**src/verilog/decode_pkg.sv**
```systemverilog
/*
 * decode stage package
 * field widths, control codes, RV32I opcodes and bubble constants
 */
package decode_pkg;

    localparam int REG_COUNT = 32;

    typedef logic [31:0] word_t;     // data, pc or instruction
    typedef logic [4:0]  reg_addr_t;
    typedef logic [4:0]  alu_fun_t;
    typedef logic [3:0]  op1_sel_t;
    typedef logic [3:0]  op2_sel_t;
    typedef logic [3:0]  mem_fun_t;
    typedef logic [3:0]  wb_sel_t;

    // execute function codes
    localparam alu_fun_t ALU_ADD  = 5'd1;
    localparam alu_fun_t ALU_SUB  = 5'd2;
    localparam alu_fun_t ALU_AND  = 5'd3;
    localparam alu_fun_t ALU_OR   = 5'd4;
    localparam alu_fun_t ALU_XOR  = 5'd5;
    localparam alu_fun_t ALU_SLL  = 5'd6;
    localparam alu_fun_t ALU_SRL  = 5'd7;
    localparam alu_fun_t ALU_SRA  = 5'd8;
    localparam alu_fun_t ALU_SLT  = 5'd9;
    localparam alu_fun_t ALU_SLTU = 5'd10;
    localparam alu_fun_t BR_BEQ   = 5'd11;  // branch compares in the same field
    localparam alu_fun_t BR_BNE   = 5'd12;
    localparam alu_fun_t BR_BLT   = 5'd13;
    localparam alu_fun_t BR_BGE   = 5'd14;
    localparam alu_fun_t BR_BLTU  = 5'd15;
    localparam alu_fun_t BR_BGEU  = 5'd16;
    localparam alu_fun_t ALU_JALR = 5'd17;

    localparam op1_sel_t OP1_X   = 4'd0;
    localparam op1_sel_t OP1_RS1 = 4'd1;
    localparam op1_sel_t OP1_PC  = 4'd2;

    localparam op2_sel_t OP2_X   = 4'd0;
    localparam op2_sel_t OP2_RS2 = 4'd1;
    localparam op2_sel_t OP2_IMI = 4'd2;
    localparam op2_sel_t OP2_IMS = 4'd3;
    localparam op2_sel_t OP2_IMJ = 4'd4;
    localparam op2_sel_t OP2_IMU = 4'd5;

    localparam mem_fun_t MEM_X   = 4'd0;
    localparam mem_fun_t MEM_LB  = 4'd1;
    localparam mem_fun_t MEM_LBU = 4'd2;
    localparam mem_fun_t MEM_LH  = 4'd3;
    localparam mem_fun_t MEM_LHU = 4'd4;
    localparam mem_fun_t MEM_LW  = 4'd5;
    localparam mem_fun_t MEM_SB  = 4'd6;
    localparam mem_fun_t MEM_SH  = 4'd7;
    localparam mem_fun_t MEM_SW  = 4'd8;

    localparam wb_sel_t WB_X      = 4'd0;
    localparam wb_sel_t WB_ALU    = 4'd1;
    localparam wb_sel_t WB_PC     = 4'd2;
    localparam wb_sel_t WB_MEMB   = 4'd3;
    localparam wb_sel_t WB_MEMBU  = 4'd4;
    localparam wb_sel_t WB_MEMH   = 4'd5;
    localparam wb_sel_t WB_MEMHU  = 4'd6;
    localparam wb_sel_t WB_MEMW   = 4'd7;

    localparam logic [6:0] OPC_LOAD   = 7'b0000011;
    localparam logic [6:0] OPC_STORE  = 7'b0100011;
    localparam logic [6:0] OPC_OP     = 7'b0110011;
    localparam logic [6:0] OPC_OP_IMM = 7'b0010011;
    localparam logic [6:0] OPC_BRANCH = 7'b1100011;
    localparam logic [6:0] OPC_JAL    = 7'b1101111;
    localparam logic [6:0] OPC_JALR   = 7'b1100111;
    localparam logic [6:0] OPC_LUI    = 7'b0110111;
    localparam logic [6:0] OPC_AUIPC  = 7'b0010111;

    // alu funct3
    localparam logic [2:0] F3_ADD  = 3'b000;
    localparam logic [2:0] F3_SLL  = 3'b001;
    localparam logic [2:0] F3_SLT  = 3'b010;
    localparam logic [2:0] F3_SLTU = 3'b011;
    localparam logic [2:0] F3_XOR  = 3'b100;
    localparam logic [2:0] F3_SR   = 3'b101;  // srl and sra
    localparam logic [2:0] F3_OR   = 3'b110;
    localparam logic [2:0] F3_AND  = 3'b111;
    // load/store size
    localparam logic [2:0] F3_B    = 3'b000;
    localparam logic [2:0] F3_H    = 3'b001;
    localparam logic [2:0] F3_W    = 3'b010;
    localparam logic [2:0] F3_BU   = 3'b100;
    localparam logic [2:0] F3_HU   = 3'b101;
    localparam logic [2:0] F3_BEQ  = 3'b000;
    localparam logic [2:0] F3_BNE  = 3'b001;
    localparam logic [2:0] F3_BLT  = 3'b100;
    localparam logic [2:0] F3_BGE  = 3'b101;
    localparam logic [2:0] F3_BLTU = 3'b110;
    localparam logic [2:0] F3_BGEU = 3'b111;
    localparam logic [2:0] F3_JALR = 3'b000;

    localparam logic [6:0] F7_BASE = 7'b0000000;
    localparam logic [6:0] F7_ALT  = 7'b0100000;  // sub, sra, srai

    localparam word_t INST_NOP = 32'h0000_0013;  // addi x0, x0, 0
    localparam word_t PC_NOP   = 32'h0000_0000;

endpackage

```
**src/verilog/inst_hold.sv**
```systemverilog
/*
 * instruction hold and flush selector
 * presents the flushed, replayed or incoming instruction to decode
 */
`timescale 1ns/100ps

module inst_hold import decode_pkg::*; (
    input  logic  clk,
    input  logic  reset,
    input  logic  in_valid,
    input  word_t in_pc,
    input  word_t in_inst,
    input  logic  stall,
    input  logic  branch_flush,
    output word_t pc,
    output word_t inst
);

    logic  held;  // replay pending
    word_t held_pc;
    word_t held_inst;

    always_comb begin
        if (branch_flush) begin
            pc   = PC_NOP;
            inst = INST_NOP;
        end else if (held) begin
            pc   = held_pc;
            inst = held_inst;
        end else begin
            pc   = in_valid ? in_pc : PC_NOP;
            inst = in_valid ? in_inst : INST_NOP;
        end
    end

    always_ff @(posedge clk) begin
        if (reset)
            held <= 1'b0;
        else
            held <= stall && !branch_flush;  // flush drops the replay

        if (stall) begin
            held_pc   <= pc;
            held_inst <= inst;
        end
    end

endmodule

```
**src/verilog/control_decoder.sv**
```systemverilog
/*
 * RV32I control decoder
 * maps opcode, funct3 and funct7 onto the execute control fields
 */
`timescale 1ns/100ps

module control_decoder import decode_pkg::*; (
    input  word_t    inst,
    output alu_fun_t alu_fun,
    output op1_sel_t op1_sel,
    output op2_sel_t op2_sel,
    output mem_fun_t mem_fun,
    output logic     rf_wen,
    output wb_sel_t  wb_sel,
    output logic     jmp_flg
);

    logic [6:0]  opcode;
    logic [2:0]  funct3;
    logic [6:0]  funct7;
    logic [21:0] ctrl;  // alu, op1, op2, mem, rf_wen, wb

    assign opcode = inst[6:0];
    assign funct3 = inst[14:12];
    assign funct7 = inst[31:25];

    assign {alu_fun, op1_sel, op2_sel, mem_fun, rf_wen, wb_sel} = ctrl;
    assign jmp_flg = (opcode == OPC_JAL) || (opcode == OPC_JALR && funct3 == F3_JALR);

    always_comb begin
        ctrl = {ALU_ADD, OP1_X, OP2_X, MEM_X, 1'b0, WB_X};  // unmatched encodings
        case (opcode)
            OPC_LOAD:
                case (funct3)
                    F3_B:  ctrl = {ALU_ADD, OP1_RS1, OP2_IMI, MEM_LB, 1'b1, WB_MEMB};
                    F3_BU: ctrl = {ALU_ADD, OP1_RS1, OP2_IMI, MEM_LBU, 1'b1, WB_MEMBU};
                    F3_H:  ctrl = {ALU_ADD, OP1_RS1, OP2_IMI, MEM_LH, 1'b1, WB_MEMH};
                    F3_HU: ctrl = {ALU_ADD, OP1_RS1, OP2_IMI, MEM_LHU, 1'b1, WB_MEMHU};
                    F3_W:  ctrl = {ALU_ADD, OP1_RS1, OP2_IMI, MEM_LW, 1'b1, WB_MEMW};
                endcase
            OPC_STORE:
                case (funct3)
                    F3_B: ctrl = {ALU_ADD, OP1_RS1, OP2_IMS, MEM_SB, 1'b0, WB_X};
                    F3_H: ctrl = {ALU_ADD, OP1_RS1, OP2_IMS, MEM_SH, 1'b0, WB_X};
                    F3_W: ctrl = {ALU_ADD, OP1_RS1, OP2_IMS, MEM_SW, 1'b0, WB_X};
                endcase
            OPC_OP:
                case ({funct7, funct3})
                    {F7_BASE, F3_ADD}:  ctrl = {ALU_ADD, OP1_RS1, OP2_RS2, MEM_X, 1'b1, WB_ALU};
                    {F7_ALT, F3_ADD}:   ctrl = {ALU_SUB, OP1_RS1, OP2_RS2, MEM_X, 1'b1, WB_ALU};
                    {F7_BASE, F3_AND}:  ctrl = {ALU_AND, OP1_RS1, OP2_RS2, MEM_X, 1'b1, WB_ALU};
                    {F7_BASE, F3_OR}:   ctrl = {ALU_OR, OP1_RS1, OP2_RS2, MEM_X, 1'b1, WB_ALU};
                    {F7_BASE, F3_XOR}:  ctrl = {ALU_XOR, OP1_RS1, OP2_RS2, MEM_X, 1'b1, WB_ALU};
                    {F7_BASE, F3_SLL}:  ctrl = {ALU_SLL, OP1_RS1, OP2_RS2, MEM_X, 1'b1, WB_ALU};
                    {F7_BASE, F3_SR}:   ctrl = {ALU_SRL, OP1_RS1, OP2_RS2, MEM_X, 1'b1, WB_ALU};
                    {F7_ALT, F3_SR}:    ctrl = {ALU_SRA, OP1_RS1, OP2_RS2, MEM_X, 1'b1, WB_ALU};
                    {F7_BASE, F3_SLT}:  ctrl = {ALU_SLT, OP1_RS1, OP2_RS2, MEM_X, 1'b1, WB_ALU};
                    {F7_BASE, F3_SLTU}: ctrl = {ALU_SLTU, OP1_RS1, OP2_RS2, MEM_X, 1'b1, WB_ALU};
                endcase
            OPC_OP_IMM:
                case (funct3)
                    F3_ADD:  ctrl = {ALU_ADD, OP1_RS1, OP2_IMI, MEM_X, 1'b1, WB_ALU};
                    F3_AND:  ctrl = {ALU_AND, OP1_RS1, OP2_IMI, MEM_X, 1'b1, WB_ALU};
                    F3_OR:   ctrl = {ALU_OR, OP1_RS1, OP2_IMI, MEM_X, 1'b1, WB_ALU};
                    F3_XOR:  ctrl = {ALU_XOR, OP1_RS1, OP2_IMI, MEM_X, 1'b1, WB_ALU};
                    F3_SLT:  ctrl = {ALU_SLT, OP1_RS1, OP2_IMI, MEM_X, 1'b1, WB_ALU};
                    F3_SLTU: ctrl = {ALU_SLTU, OP1_RS1, OP2_IMI, MEM_X, 1'b1, WB_ALU};
                    F3_SLL:
                        if (funct7 == F7_BASE)
                            ctrl = {ALU_SLL, OP1_RS1, OP2_IMI, MEM_X, 1'b1, WB_ALU};
                    F3_SR:
                        if (funct7 == F7_BASE)
                            ctrl = {ALU_SRL, OP1_RS1, OP2_IMI, MEM_X, 1'b1, WB_ALU};
                        else if (funct7 == F7_ALT)
                            ctrl = {ALU_SRA, OP1_RS1, OP2_IMI, MEM_X, 1'b1, WB_ALU};
                endcase
            OPC_BRANCH:
                case (funct3)
                    F3_BEQ:  ctrl = {BR_BEQ, OP1_RS1, OP2_RS2, MEM_X, 1'b0, WB_X};
                    F3_BNE:  ctrl = {BR_BNE, OP1_RS1, OP2_RS2, MEM_X, 1'b0, WB_X};
                    F3_BLT:  ctrl = {BR_BLT, OP1_RS1, OP2_RS2, MEM_X, 1'b0, WB_X};
                    F3_BGE:  ctrl = {BR_BGE, OP1_RS1, OP2_RS2, MEM_X, 1'b0, WB_X};
                    F3_BLTU: ctrl = {BR_BLTU, OP1_RS1, OP2_RS2, MEM_X, 1'b0, WB_X};
                    F3_BGEU: ctrl = {BR_BGEU, OP1_RS1, OP2_RS2, MEM_X, 1'b0, WB_X};
                endcase
            OPC_JAL:   ctrl = {ALU_ADD, OP1_PC, OP2_IMJ, MEM_X, 1'b1, WB_PC};
            OPC_JALR:
                if (funct3 == F3_JALR)
                    ctrl = {ALU_JALR, OP1_RS1, OP2_IMI, MEM_X, 1'b1, WB_PC};
            OPC_LUI:   ctrl = {ALU_ADD, OP1_X, OP2_IMU, MEM_X, 1'b1, WB_ALU};
            OPC_AUIPC: ctrl = {ALU_ADD, OP1_PC, OP2_IMU, MEM_X, 1'b1, WB_ALU};
            default:   ctrl = {ALU_ADD, OP1_X, OP2_X, MEM_X, 1'b0, WB_X};
        endcase
    end

endmodule

```
**src/verilog/operand_select.sv**
```systemverilog
/*
 * immediate generation and operand selection
 * builds the five immediate forms and the op1/op2 words for execute
 */
`timescale 1ns/100ps

module operand_select import decode_pkg::*; (
    input  word_t     pc,
    input  word_t     inst,
    input  word_t     rs1_value,
    input  word_t     rs2_value,
    input  op1_sel_t  op1_sel,
    input  op2_sel_t  op2_sel,
    output reg_addr_t rs1_addr,
    output reg_addr_t rs2_addr,
    output word_t     imm_i,
    output word_t     imm_s,
    output word_t     imm_b,
    output word_t     imm_j,
    output word_t     imm_u,
    output word_t     op1_data,
    output word_t     op2_data,
    output word_t     rs2_data
);

    assign rs1_addr = inst[19:15];
    assign rs2_addr = inst[24:20];

    // sign extended from bit 31
    assign imm_i = {{20{inst[31]}}, inst[31:20]};
    assign imm_s = {{20{inst[31]}}, inst[31:25], inst[11:7]};
    assign imm_b = {{19{inst[31]}}, inst[31], inst[7], inst[30:25], inst[11:8], 1'b0};
    assign imm_j = {{11{inst[31]}}, inst[31], inst[19:12], inst[20], inst[30:21], 1'b0};
    assign imm_u = {inst[31:12], 12'b0};

    assign rs2_data = rs2_value;  // store data and branch compare

    always_comb begin
        case (op1_sel)
            OP1_RS1: op1_data = rs1_value;
            OP1_PC:  op1_data = pc;
            default: op1_data = '0;  // OP1_X, lui
        endcase
    end

    always_comb begin
        case (op2_sel)
            OP2_RS2: op2_data = rs2_value;
            OP2_IMI: op2_data = imm_i;
            OP2_IMS: op2_data = imm_s;
            OP2_IMJ: op2_data = imm_j;
            OP2_IMU: op2_data = imm_u;
            default: op2_data = '0;
        endcase
    end

endmodule

```
**src/verilog/reg_file.sv**
```systemverilog
/*
 * integer register file
 * 32 entries with x0 at zero, two async read ports, one write port
 */
`timescale 1ns/100ps

module reg_file import decode_pkg::*; (
    input  logic      clk,
    input  logic      reset,
    input  logic      rf_we,
    input  reg_addr_t rf_waddr,
    input  word_t     rf_wdata,
    input  reg_addr_t rs1_addr,
    input  reg_addr_t rs2_addr,
    output word_t     rs1_value,
    output word_t     rs2_value
);

    word_t regs [1:REG_COUNT-1];  // no storage for x0

    always_ff @(posedge clk) begin
        if (reset) begin
            for (int i = 1; i < REG_COUNT; i++)
                regs[i] <= '0;
        end else if (rf_we && rf_waddr != '0) begin
            regs[rf_waddr] <= rf_wdata;
        end
    end

    // no bypass, a same-cycle write shows up next cycle
    assign rs1_value = (rs1_addr == '0) ? '0 : regs[rs1_addr];
    assign rs2_value = (rs2_addr == '0) ? '0 : regs[rs2_addr];

endmodule

```
**src/verilog/hazard_detect.sv**
```systemverilog
/*
 * data hazard detection
 * stalls while a later stage still owes a write to rs1 or rs2
 */
`timescale 1ns/100ps

module hazard_detect import decode_pkg::*; (
    input  reg_addr_t rs1_addr,
    input  reg_addr_t rs2_addr,
    input  logic      exe_rf_wen,
    input  reg_addr_t exe_wb_addr,
    input  logic      mem_rf_wen,
    input  reg_addr_t mem_wb_addr,
    input  logic      wb_rf_wen,
    input  reg_addr_t wb_wb_addr,
    input  logic      branch_flush,
    output logic      hazard_stall
);

    logic rs1_pending;
    logic rs2_pending;

    // checked whether or not the operand is used
    assign rs1_pending = (rs1_addr != '0) && ((exe_rf_wen && exe_wb_addr == rs1_addr) ||
                                              (mem_rf_wen && mem_wb_addr == rs1_addr) ||
                                              (wb_rf_wen && wb_wb_addr == rs1_addr));
    assign rs2_pending = (rs2_addr != '0) && ((exe_rf_wen && exe_wb_addr == rs2_addr) ||
                                              (mem_rf_wen && mem_wb_addr == rs2_addr) ||
                                              (wb_rf_wen && wb_wb_addr == rs2_addr));

    assign hazard_stall = !branch_flush && (rs1_pending || rs2_pending);  // flushed inst is dead

endmodule

```
**src/verilog/decode_output_reg.sv**
```systemverilog
/*
 * decode to execute pipeline register
 * loads a bubble on stall or reset, otherwise the decoded fields
 */
`timescale 1ns/100ps

module decode_output_reg import decode_pkg::*; (
    input  logic      clk,
    input  logic      reset,
    input  logic      mem_stall,
    input  logic      hazard_stall,
    input  word_t     pc,
    input  word_t     inst,
    input  word_t     imm_i,
    input  word_t     imm_s,
    input  word_t     imm_b,
    input  word_t     imm_j,
    input  word_t     imm_u,
    input  word_t     op1_data,
    input  word_t     op2_data,
    input  word_t     rs2_data,
    input  reg_addr_t wb_addr,
    input  alu_fun_t  alu_fun,
    input  mem_fun_t  mem_fun,
    input  logic      rf_wen,
    input  wb_sel_t   wb_sel,
    input  logic      jmp_flg,
    output logic      stall,
    output word_t     out_pc,
    output word_t     out_inst,
    output word_t     out_imm_i,
    output word_t     out_imm_s,
    output word_t     out_imm_b,
    output word_t     out_imm_j,
    output word_t     out_imm_u,
    output word_t     out_op1_data,
    output word_t     out_op2_data,
    output word_t     out_rs2_data,
    output reg_addr_t out_wb_addr,
    output alu_fun_t  out_alu_fun,
    output mem_fun_t  out_mem_fun,
    output logic      out_rf_wen,
    output wb_sel_t   out_wb_sel,
    output logic      out_jmp_flg
);

    assign stall = mem_stall || hazard_stall;

    always_ff @(posedge clk) begin
        if (reset || stall) begin
            // bubble
            out_pc   <= PC_NOP;
            out_inst <= INST_NOP;
            {out_imm_i, out_imm_s, out_imm_b, out_imm_j, out_imm_u} <= '0;
            {out_op1_data, out_op2_data, out_rs2_data} <= '0;
            out_wb_addr <= '0;
            out_alu_fun <= ALU_ADD;
            out_mem_fun <= MEM_X;
            out_rf_wen  <= 1'b0;
            out_wb_sel  <= WB_X;
            out_jmp_flg <= 1'b0;
        end else begin
            out_pc       <= pc;
            out_inst     <= inst;
            out_imm_i    <= imm_i;
            out_imm_s    <= imm_s;
            out_imm_b    <= imm_b;
            out_imm_j    <= imm_j;
            out_imm_u    <= imm_u;
            out_op1_data <= op1_data;
            out_op2_data <= op2_data;
            out_rs2_data <= rs2_data;
            out_wb_addr  <= wb_addr;
            out_alu_fun  <= alu_fun;
            out_mem_fun  <= mem_fun;
            out_rf_wen   <= rf_wen;
            out_wb_sel   <= wb_sel;
            out_jmp_flg  <= jmp_flg;
        end
    end

endmodule

```
**src/verilog/decode_stage.sv**
```systemverilog
/*
 * RV32I decode stage
 * hold/flush select, decode, operand fetch, hazard check, output register
 */
`timescale 1ns/100ps

module decode_stage import decode_pkg::*; (
    input  logic      clk,
    input  logic      reset,
    input  logic      in_valid,
    input  word_t     in_pc,
    input  word_t     in_inst,
    input  logic      mem_stall,
    input  logic      branch_flush,
    input  logic      exe_rf_wen,
    input  reg_addr_t exe_wb_addr,
    input  logic      mem_rf_wen,
    input  reg_addr_t mem_wb_addr,
    input  logic      wb_rf_wen,
    input  reg_addr_t wb_wb_addr,
    input  logic      rf_we,
    input  reg_addr_t rf_waddr,
    input  word_t     rf_wdata,
    output logic      hazard_stall,
    output word_t     out_pc,
    output word_t     out_inst,
    output word_t     out_imm_i,
    output word_t     out_imm_s,
    output word_t     out_imm_b,
    output word_t     out_imm_j,
    output word_t     out_imm_u,
    output word_t     out_op1_data,
    output word_t     out_op2_data,
    output word_t     out_rs2_data,
    output reg_addr_t out_wb_addr,
    output alu_fun_t  out_alu_fun,
    output mem_fun_t  out_mem_fun,
    output logic      out_rf_wen,
    output wb_sel_t   out_wb_sel,
    output logic      out_jmp_flg
);

    logic      stall;
    word_t     pc;
    word_t     inst;
    alu_fun_t  alu_fun;
    op1_sel_t  op1_sel;
    op2_sel_t  op2_sel;
    mem_fun_t  mem_fun;
    logic      rf_wen;
    wb_sel_t   wb_sel;
    logic      jmp_flg;
    reg_addr_t rs1_addr;
    reg_addr_t rs2_addr;
    word_t     rs1_value;
    word_t     rs2_value;
    word_t     imm_i;
    word_t     imm_s;
    word_t     imm_b;
    word_t     imm_j;
    word_t     imm_u;
    word_t     op1_data;
    word_t     op2_data;
    word_t     rs2_data;

    inst_hold         i_inst_hold (.*);
    control_decoder   i_control_decoder (.*);
    operand_select    i_operand_select (.*);
    reg_file          i_reg_file (.*);
    hazard_detect     i_hazard_detect (.*);
    decode_output_reg i_decode_output_reg (.*, .wb_addr(inst[11:7]));

endmodule

```
**config.mk**
```make
export PLATFORM = sky130hd
export DESIGN_NAME = decode_stage
export DESIGN_NICKNAME = d
export VERILOG_FILES = /design/src/verilog/decode_pkg.sv /design/src/verilog/inst_hold.sv /design/src/verilog/control_decoder.sv /design/src/verilog/operand_select.sv /design/src/verilog/reg_file.sv /design/src/verilog/hazard_detect.sv /design/src/verilog/decode_output_reg.sv /design/src/verilog/decode_stage.sv
export SDC_FILE = /design/constraint.sdc
export NUM_CORES = 2
export LEC_CHECK = 0
export BUFFER_PORTS_ARGS = -buffer_cell sky130_fd_sc_hd__buf_2
export CORE_MARGIN = 3
export CORE_UTILIZATION = 45
export DETAILED_ROUTE_END_ITERATION = 7
export GPL_TIMING_DRIVEN = 0
export HOLD_SLACK_MARGIN = 0.06
export PLACE_DENSITY_LB_ADDON = 0.1
export SYNTH_ARGS = -nofsm -noshare
export SYNTH_HDL_FRONTEND = slang
export SYNTH_HIERARCHICAL = 1
export SYNTH_SLANG_ARGS = --single-unit
```
**constraint.sdc**
```tcl
create_clock -name clk -period 9.43 [get_ports clk]
set_input_delay 0.943 -clock clk [delete_from_list [all_inputs] [get_ports clk]]
set_output_delay 0.943 -clock clk [all_outputs]
set_load 0.005 [all_outputs]
```
### After elaboration in Yosys (flattened, before gate mapping)

Memories as Yosys holds them, arrays and structs flattened.
Index checks and enable logic that the tools add are counted.

* eq/ne operators: 39
* muxes and demuxes: 28
* reductions and logical operators: 30

Operators by type and width (number)
* $mux W32: 9
* $pmux W21 S10: 1
* $pmux W22 S9: 1
* $pmux W22 S8: 1
* $pmux W32 S5: 1
* $pmux W22 S6: 1
* $pmux W14 S5: 1
* $pmux W32 S2: 1
* $mux W22: 2
* $pmux W14 S3: 1
* $eq A10 B3 Y1 const B: 4
* $reduce_or A32 Y1: 1
* $eq A5 B5 Y1: 6
* $eq A7 B6 Y1 const B: 4
* $eq A7 B7 Y1 const B: 3
* $mux W21: 1
* $eq A10 B2 Y1 const B: 2
* $eq A10 B9 Y1 const B: 2
* $mux W20: 1
* $reduce_bool A5 Y1: 3
* $eq A7 B5 Y1 const B: 2
* $eq A3 B3 Y1 const B: 4
* $eq A4 B2 Y1 const B: 3
* $logic_and A1 B1 Y1: 12
* 14 further kinds: 30

* register bits: 335
* memory bits (writable): 992
* bits of input ports: 125
* output and inout port bits: 341
* logic and storage cells: 120
* memories kept: 1

Memories
* i_reg_file.regs: depth 31, width 32, rd ports 2, clocked after memory_dff 0, wr ports 31, line reg_file.sv:19 `word_t regs [1:REG_COUNT-1];`

### Logic depth before layout (Yosys ltp)

* word-level depth: 12
* mapped depth: 18
* depth with buffers taken out: 10

### Cells and area by module

Netlist, hierarchy kept.

Modules (own cells, without submodules)
* reg_file: instances 1, cells each 3765, area an instance 54631.1 um^2, seq. area each 30749.5 um^2
* decode_output_reg: instances 1, cells each 795, area an instance 11071.9 um^2, seq. area each 6806.5 um^2
* inst_hold: instances 1, cells each 157, area an instance 2790.2 um^2, seq. area each 1941.9 um^2
* operand_select: instances 1, cells each 307, area an instance 2457.4 um^2, seq. area each 0.0 um^2
* control_decoder: instances 1, cells each 120, area an instance 820.8 um^2, seq. area each 0.0 um^2
* hazard_detect: instances 1, cells each 51, area an instance 377.9 um^2, seq. area each 0.0 um^2

### Worst setup path after synthesis

OpenSTA, ideal clock, no wires.

* path type: input to register
* start: input port in_valid
* end: register i_decode_output_reg.out_op1_data[0]
* setup time: 0.096 ns
* data arrival time: 4.436 ns
* required time: 9.334 ns
* path slack: 4.898 ns
* stages: 12
* path buffers: 3
* path through: nor2b_1 -> clkbuf_1 -> buf_2 -> a32o_2 -> or2_2 -> o31ai_2 -> a32oi_1 -> or3b_1 -> nor4b_2 -> clkbuf_1 -> a22o_1 -> nor4b_1

* elaborated cells between the ends (all ways): 75
* those cells by class: eq/ne (34); mux (18); reduce/logical (22); memory (1)

RTL lines
* start, declared: line decode_stage.sv:10 `input logic in_valid,`
* $mux W32 *: line inst_hold.sv:32 `inst = in_valid ? in_inst : INST_NOP;`
* $mux W32 *: line inst_hold.sv:27 `end else if (held) begin`
* $mux W32 *: line inst_hold.sv:24 `if (branch_flush) begin`
* net inst[31]: line decode_stage.sv:45 `word_t inst;`
* $eq A7 B6 Y1: line control_decoder.sv:74 `else if (funct7 == F7_ALT)`
* $mux W21: line control_decoder.sv:74
* $mux W22: line control_decoder.sv:72 `if (funct7 == F7_BASE)`
* $pmux W22 S8: line control_decoder.sv:61 `case (funct3)`
* $pmux W22 S9 *: line control_decoder.sv:32 `case (opcode)`
* net op1_sel[0]: line decode_stage.sv:47 `op1_sel_t op1_sel;`
* $eq A4 B2 Y1 / $eq A4 B1 Y1 (equally long branches): line operand_select.sv:39 `case (op1_sel)`
* $pmux W32 S2 *: line operand_select.sv:39
* net op1_data[0]: line decode_stage.sv:62 `word_t op1_data;`
* end signal, assigned: line decode_output_reg.sv:70 `out_op1_data <= op1_data;`
* end, declared: line decode_output_reg.sv:36 `output word_t out_op1_data,`

Mark *: on every way through the listed nets, which the timed path passes. The rest lies on a longest branch.
A chain may end at the register's enable or synchronous reset.

### Worst setup path after layout

* start: input port branch_flush
* end: register i_decode_output_reg.out_op2_data[22]

* elaborated cells between the ends (all ways): 74
* those cells by class: eq/ne (37); mux (13); reduce/logical (23); memory (1)

RTL lines
* start, declared: line decode_stage.sv:14 `input logic branch_flush,`
* $mux W32 *: line inst_hold.sv:24
* net inst[22]: line decode_stage.sv:45
* $mem_v2 Z31 W32 / $logic_not A5 Y1 (equally long branches)
* $mux W32 *: line reg_file.sv:32 `assign rs2_value = (rs2_addr == '0) ? '0 : regs[rs2_addr];`
* net rs2_value[22]: line decode_stage.sv:56 `word_t rs2_value;`
* $pmux W32 S5 *: line operand_select.sv:47 `case (op2_sel)`
* net op2_data[22]: line decode_stage.sv:63 `word_t op2_data;`
* end signal, assigned: line decode_output_reg.sv:71 `out_op2_data <= op2_data;`
* end, declared: line decode_output_reg.sv:37 `output word_t out_op2_data,`

Marks and branches as above.

==> out/results.ini <==
[run_status]
outcome = finished with violations
violations = max-capacitance violations, max-slew violations

[power]
leakage_nw = 29.5
peakVddDrop_v = 0.000235
power.total_mw = 15.8
p_per_area_nw_per_um2 = 190

[synthesis]
yosys_warnings = 6
synth_seq_area_share = 0.547
synth_area_leaders = edfxtp_1 (45%), mux4_2 (11%), dfxtp_1 (9.5%)
synth_area_um2 = 72100
syn_inst = 5195
yosys.area.top_type = edfxtp_1
synth_top_flop_cell = edfxtp_1
synth.distinct_cells = 78
synthesis.area_per_instance_um2 = 13.9
synth_edf_count = 1088
synth-async-reset-ratio = 0
yosysTopAreaCellShare = 0.453
synth.ff_latch_count = 1429

[floorplanning]
die_h_um = 406
io_pins = 466
core-area_um2 = 159000
row_count = 146
start_util = 0.454
die_width_um = 406
die_area_um2 = 165000

[clock_tree]
clk_pin_slew_ns = 0.06
numCtsBuffers = 160
cts_tree = built
cts-root-buf = clkbuf_16
post-cts-setup-buffers = 0
clk_path_buf_depth = 3
h-tree-depth = 4
cts.sinks = 1429
hold_buffers = 0
clk_latency_ns = 0.81
cts-resized-gates = 0

[setup_path]
critPathKind = in2reg
cpPeakStageDelay_ns = 1.05
crit_fanout = 10
critical_path_required_ns = 10.05
path_cells = buf_2 -> nor2b_1 -> clkbuf_1 -> buf_2 -> a32o_1 -> buf_4 -> buf_2 -> nor2b_1 -> clkbuf_1 -> clkbuf_1 -> a2111oi_1 -> nor3_1 -> a221o_1 -> nor4b_1
crit_arrival_ns = 7.92
slowest_stage = clkbuf_1
crit_buf_inv = 7
crit_family = buffers and inverters
start_kind = input pin
cp-end-kind = flop

[drt]
ant_nets = 0
drtIter0Drc = 7658
drt-total-wl_um = 312000
num_vias = 52700
wl_per_cell_um = 38.3
drtPass1Iterations = 8
routed_via_density = 6.48
drcViolationCount = 0

[global_route]
track_usage = 0.370
antenna_found_initial = 41
grt_overflow_total = 0
grt_pass1_wl_um = 417000
grt_max_degree = 77
first_global_vias = 50400

[timing]
hold_violations = 0
final-max-slew-violation-count = 50
setup_viol = 0
tightest_slew_ns = 1.65
fin_crit_sh = 0.774
post-route-min-period_ns = 7.30
slew_headroom = -0.108
clock.fmax_mhz = 137
grt_setup_unrepaired = no
tns_ns = 0
fin_skew_ns = 0.0488

[cells_and_area]
drive_gt1_frac = 0.282
utilization = 0.524
synthToLayoutAreaGrowth_pct = 15.3
nets = 6021
fin_area_um2 = 83200

[placed_design]
hpwl_um = 224000
port_buffers = 464
placed_area_um2 = 77600
routabilityCongestion = 0.955

[job]
drv_cap = 9

[worst_hold_path]
hp-class = in2reg

-- placed cells by master (no fill, tap or decap), types with 27 or more instances in the layout --
cell / count
buf_4: 252
and2_1: 998
mux2_2: 35
clkbuf_16: 165
nor3_1: 34
nor2b_1: 63
diode_2: 34
edfxtp_1: 1088
dfxtp_1: 341
nor4b_2: 37
a32o_1: 56
mux4_2: 356
o22ai_1: 52
a2111oi_1: 30
clkbuf_1: 344
a22oi_1: 106
conb_1: 50
o21ai_0: 35
clkinv_2: 27
buf_6: 83
nor4b_1: 305
buf_2: 573
a22o_1: 89
a211oi_1: 52
mux2i_1: 326
a21oi_1: 69
nor2_1: 49
or2_2: 35
-- registers in the layout, indices dropped and copies added (netlist names) --
| register | flops |
|---|---|
| i_decode_output_reg/out_imm_b | 32 |
| i_decode_output_reg/out_op1_data | 32 |
| i_decode_output_reg/out_imm_u | 32 |
| i_decode_output_reg/out_rf_wen | 1 |
| i_decode_output_reg/out_jmp_flg | 1 |
| i_decode_output_reg/out_inst | 32 |
| i_decode_output_reg/out_imm_j | 32 |
| i_inst_hold/held_inst | 32 |
| i_decode_output_reg/out_wb_sel | 4 |
| i_inst_hold/held_pc | 32 |
| i_reg_file/regs | 1024 |
| i_decode_output_reg/out_alu_fun | 5 |
| i_inst_hold/held | 1 |
| i_decode_output_reg/out_op2_data | 32 |
| i_decode_output_reg/out_pc | 32 |
| i_decode_output_reg/out_wb_addr | 5 |
| i_decode_output_reg/out_imm_i | 32 |
| i_decode_output_reg/out_rs2_data | 32 |
| i_decode_output_reg/out_mem_fun | 4 |
| i_decode_output_reg/out_imm_s | 32 |
-- cell type report --
cell class	count	area (um^2)
diodes	34	85.1
multi-input cells	3036	28200
clock buffers	196	4260
well taps	2072	2590
fillers	13600	75600
inverters	4	15.0
flip-flops and latches	1429	39500
repair buffers	492	2570
clock inverters	97	1160
plain buffers	773	4810
-- layer usage --
metal / track usage / vias to the layer above / part of all wire
met2: 0.563 / 3872 / 0.44
li1: - / 21100 / -
met3: 0.131 / 940 / 0.13
met5: 0 / - / 0.00037
met1: 0.457 / 26800 / 0.36
met4: 0.211 / 18 / 0.066
-- final timing paths --
path	from	endpoint	slack (ns)	cells after the start
setup / recovery	branch_flush	i_decode_output_reg/out_op2_data[22]	2.13	14
hold / removal	mem_stall	i_decode_output_reg/out_alu_fun[0]	0.38	2
setup reg to reg	i_inst_hold/held	i_decode_output_reg/out_op2_data[22]	2.47	12
hold reg to reg	i_inst_hold/held_pc[12]	i_inst_hold/held_pc[12]	0.62	1
-- cells by family after synthesis --
group,count (synthesis),share of synthesized area
xor gates and xnor gates,33,0.00401
muxes,717,0.162
buffers and inverters,777,0.0669
AOI/OAI and AO/OA,580,0.0622
other,3,0.000156
DFF,1429,0.547
and+or+nand+nor,1656,0.158
-- per-stage QoR --
stage	hold WS, ns	worst slack, ns	instances
after floorplan	0.541	4.90	5242
after global routing	0.374	2.36	8112
after global placement	0.581	1.09	7778
after CTS	0.332	2.34	8097
final	0.379	2.13	8133
after detailed placement	0.595	1.50	7804
-- cell usage after synthesis (all sizes together), types with 40 or more instances --
master   number
o21ai        45
nor2b        64
nor4b       342
and2        999
edfxtp     1088
a22oi       106
nor2         51
mux2i       326
a22o         90
nor4         40
buf         437
a2111oi      57
mux4        356
a211oi       52
a21oi        70
dfxtp       341
o22ai        52
a32o         61
clkbuf      336
-- report_power, final --
group | switching, mW | internal (mW) | total [mW]
clock network | 2.76 | 3.68 | 6.44
registers | 0.155 | 7.08 | 7.23
logic | 1.37 | 0.745 | 2.11
Power figures use the tool's default switching activity.
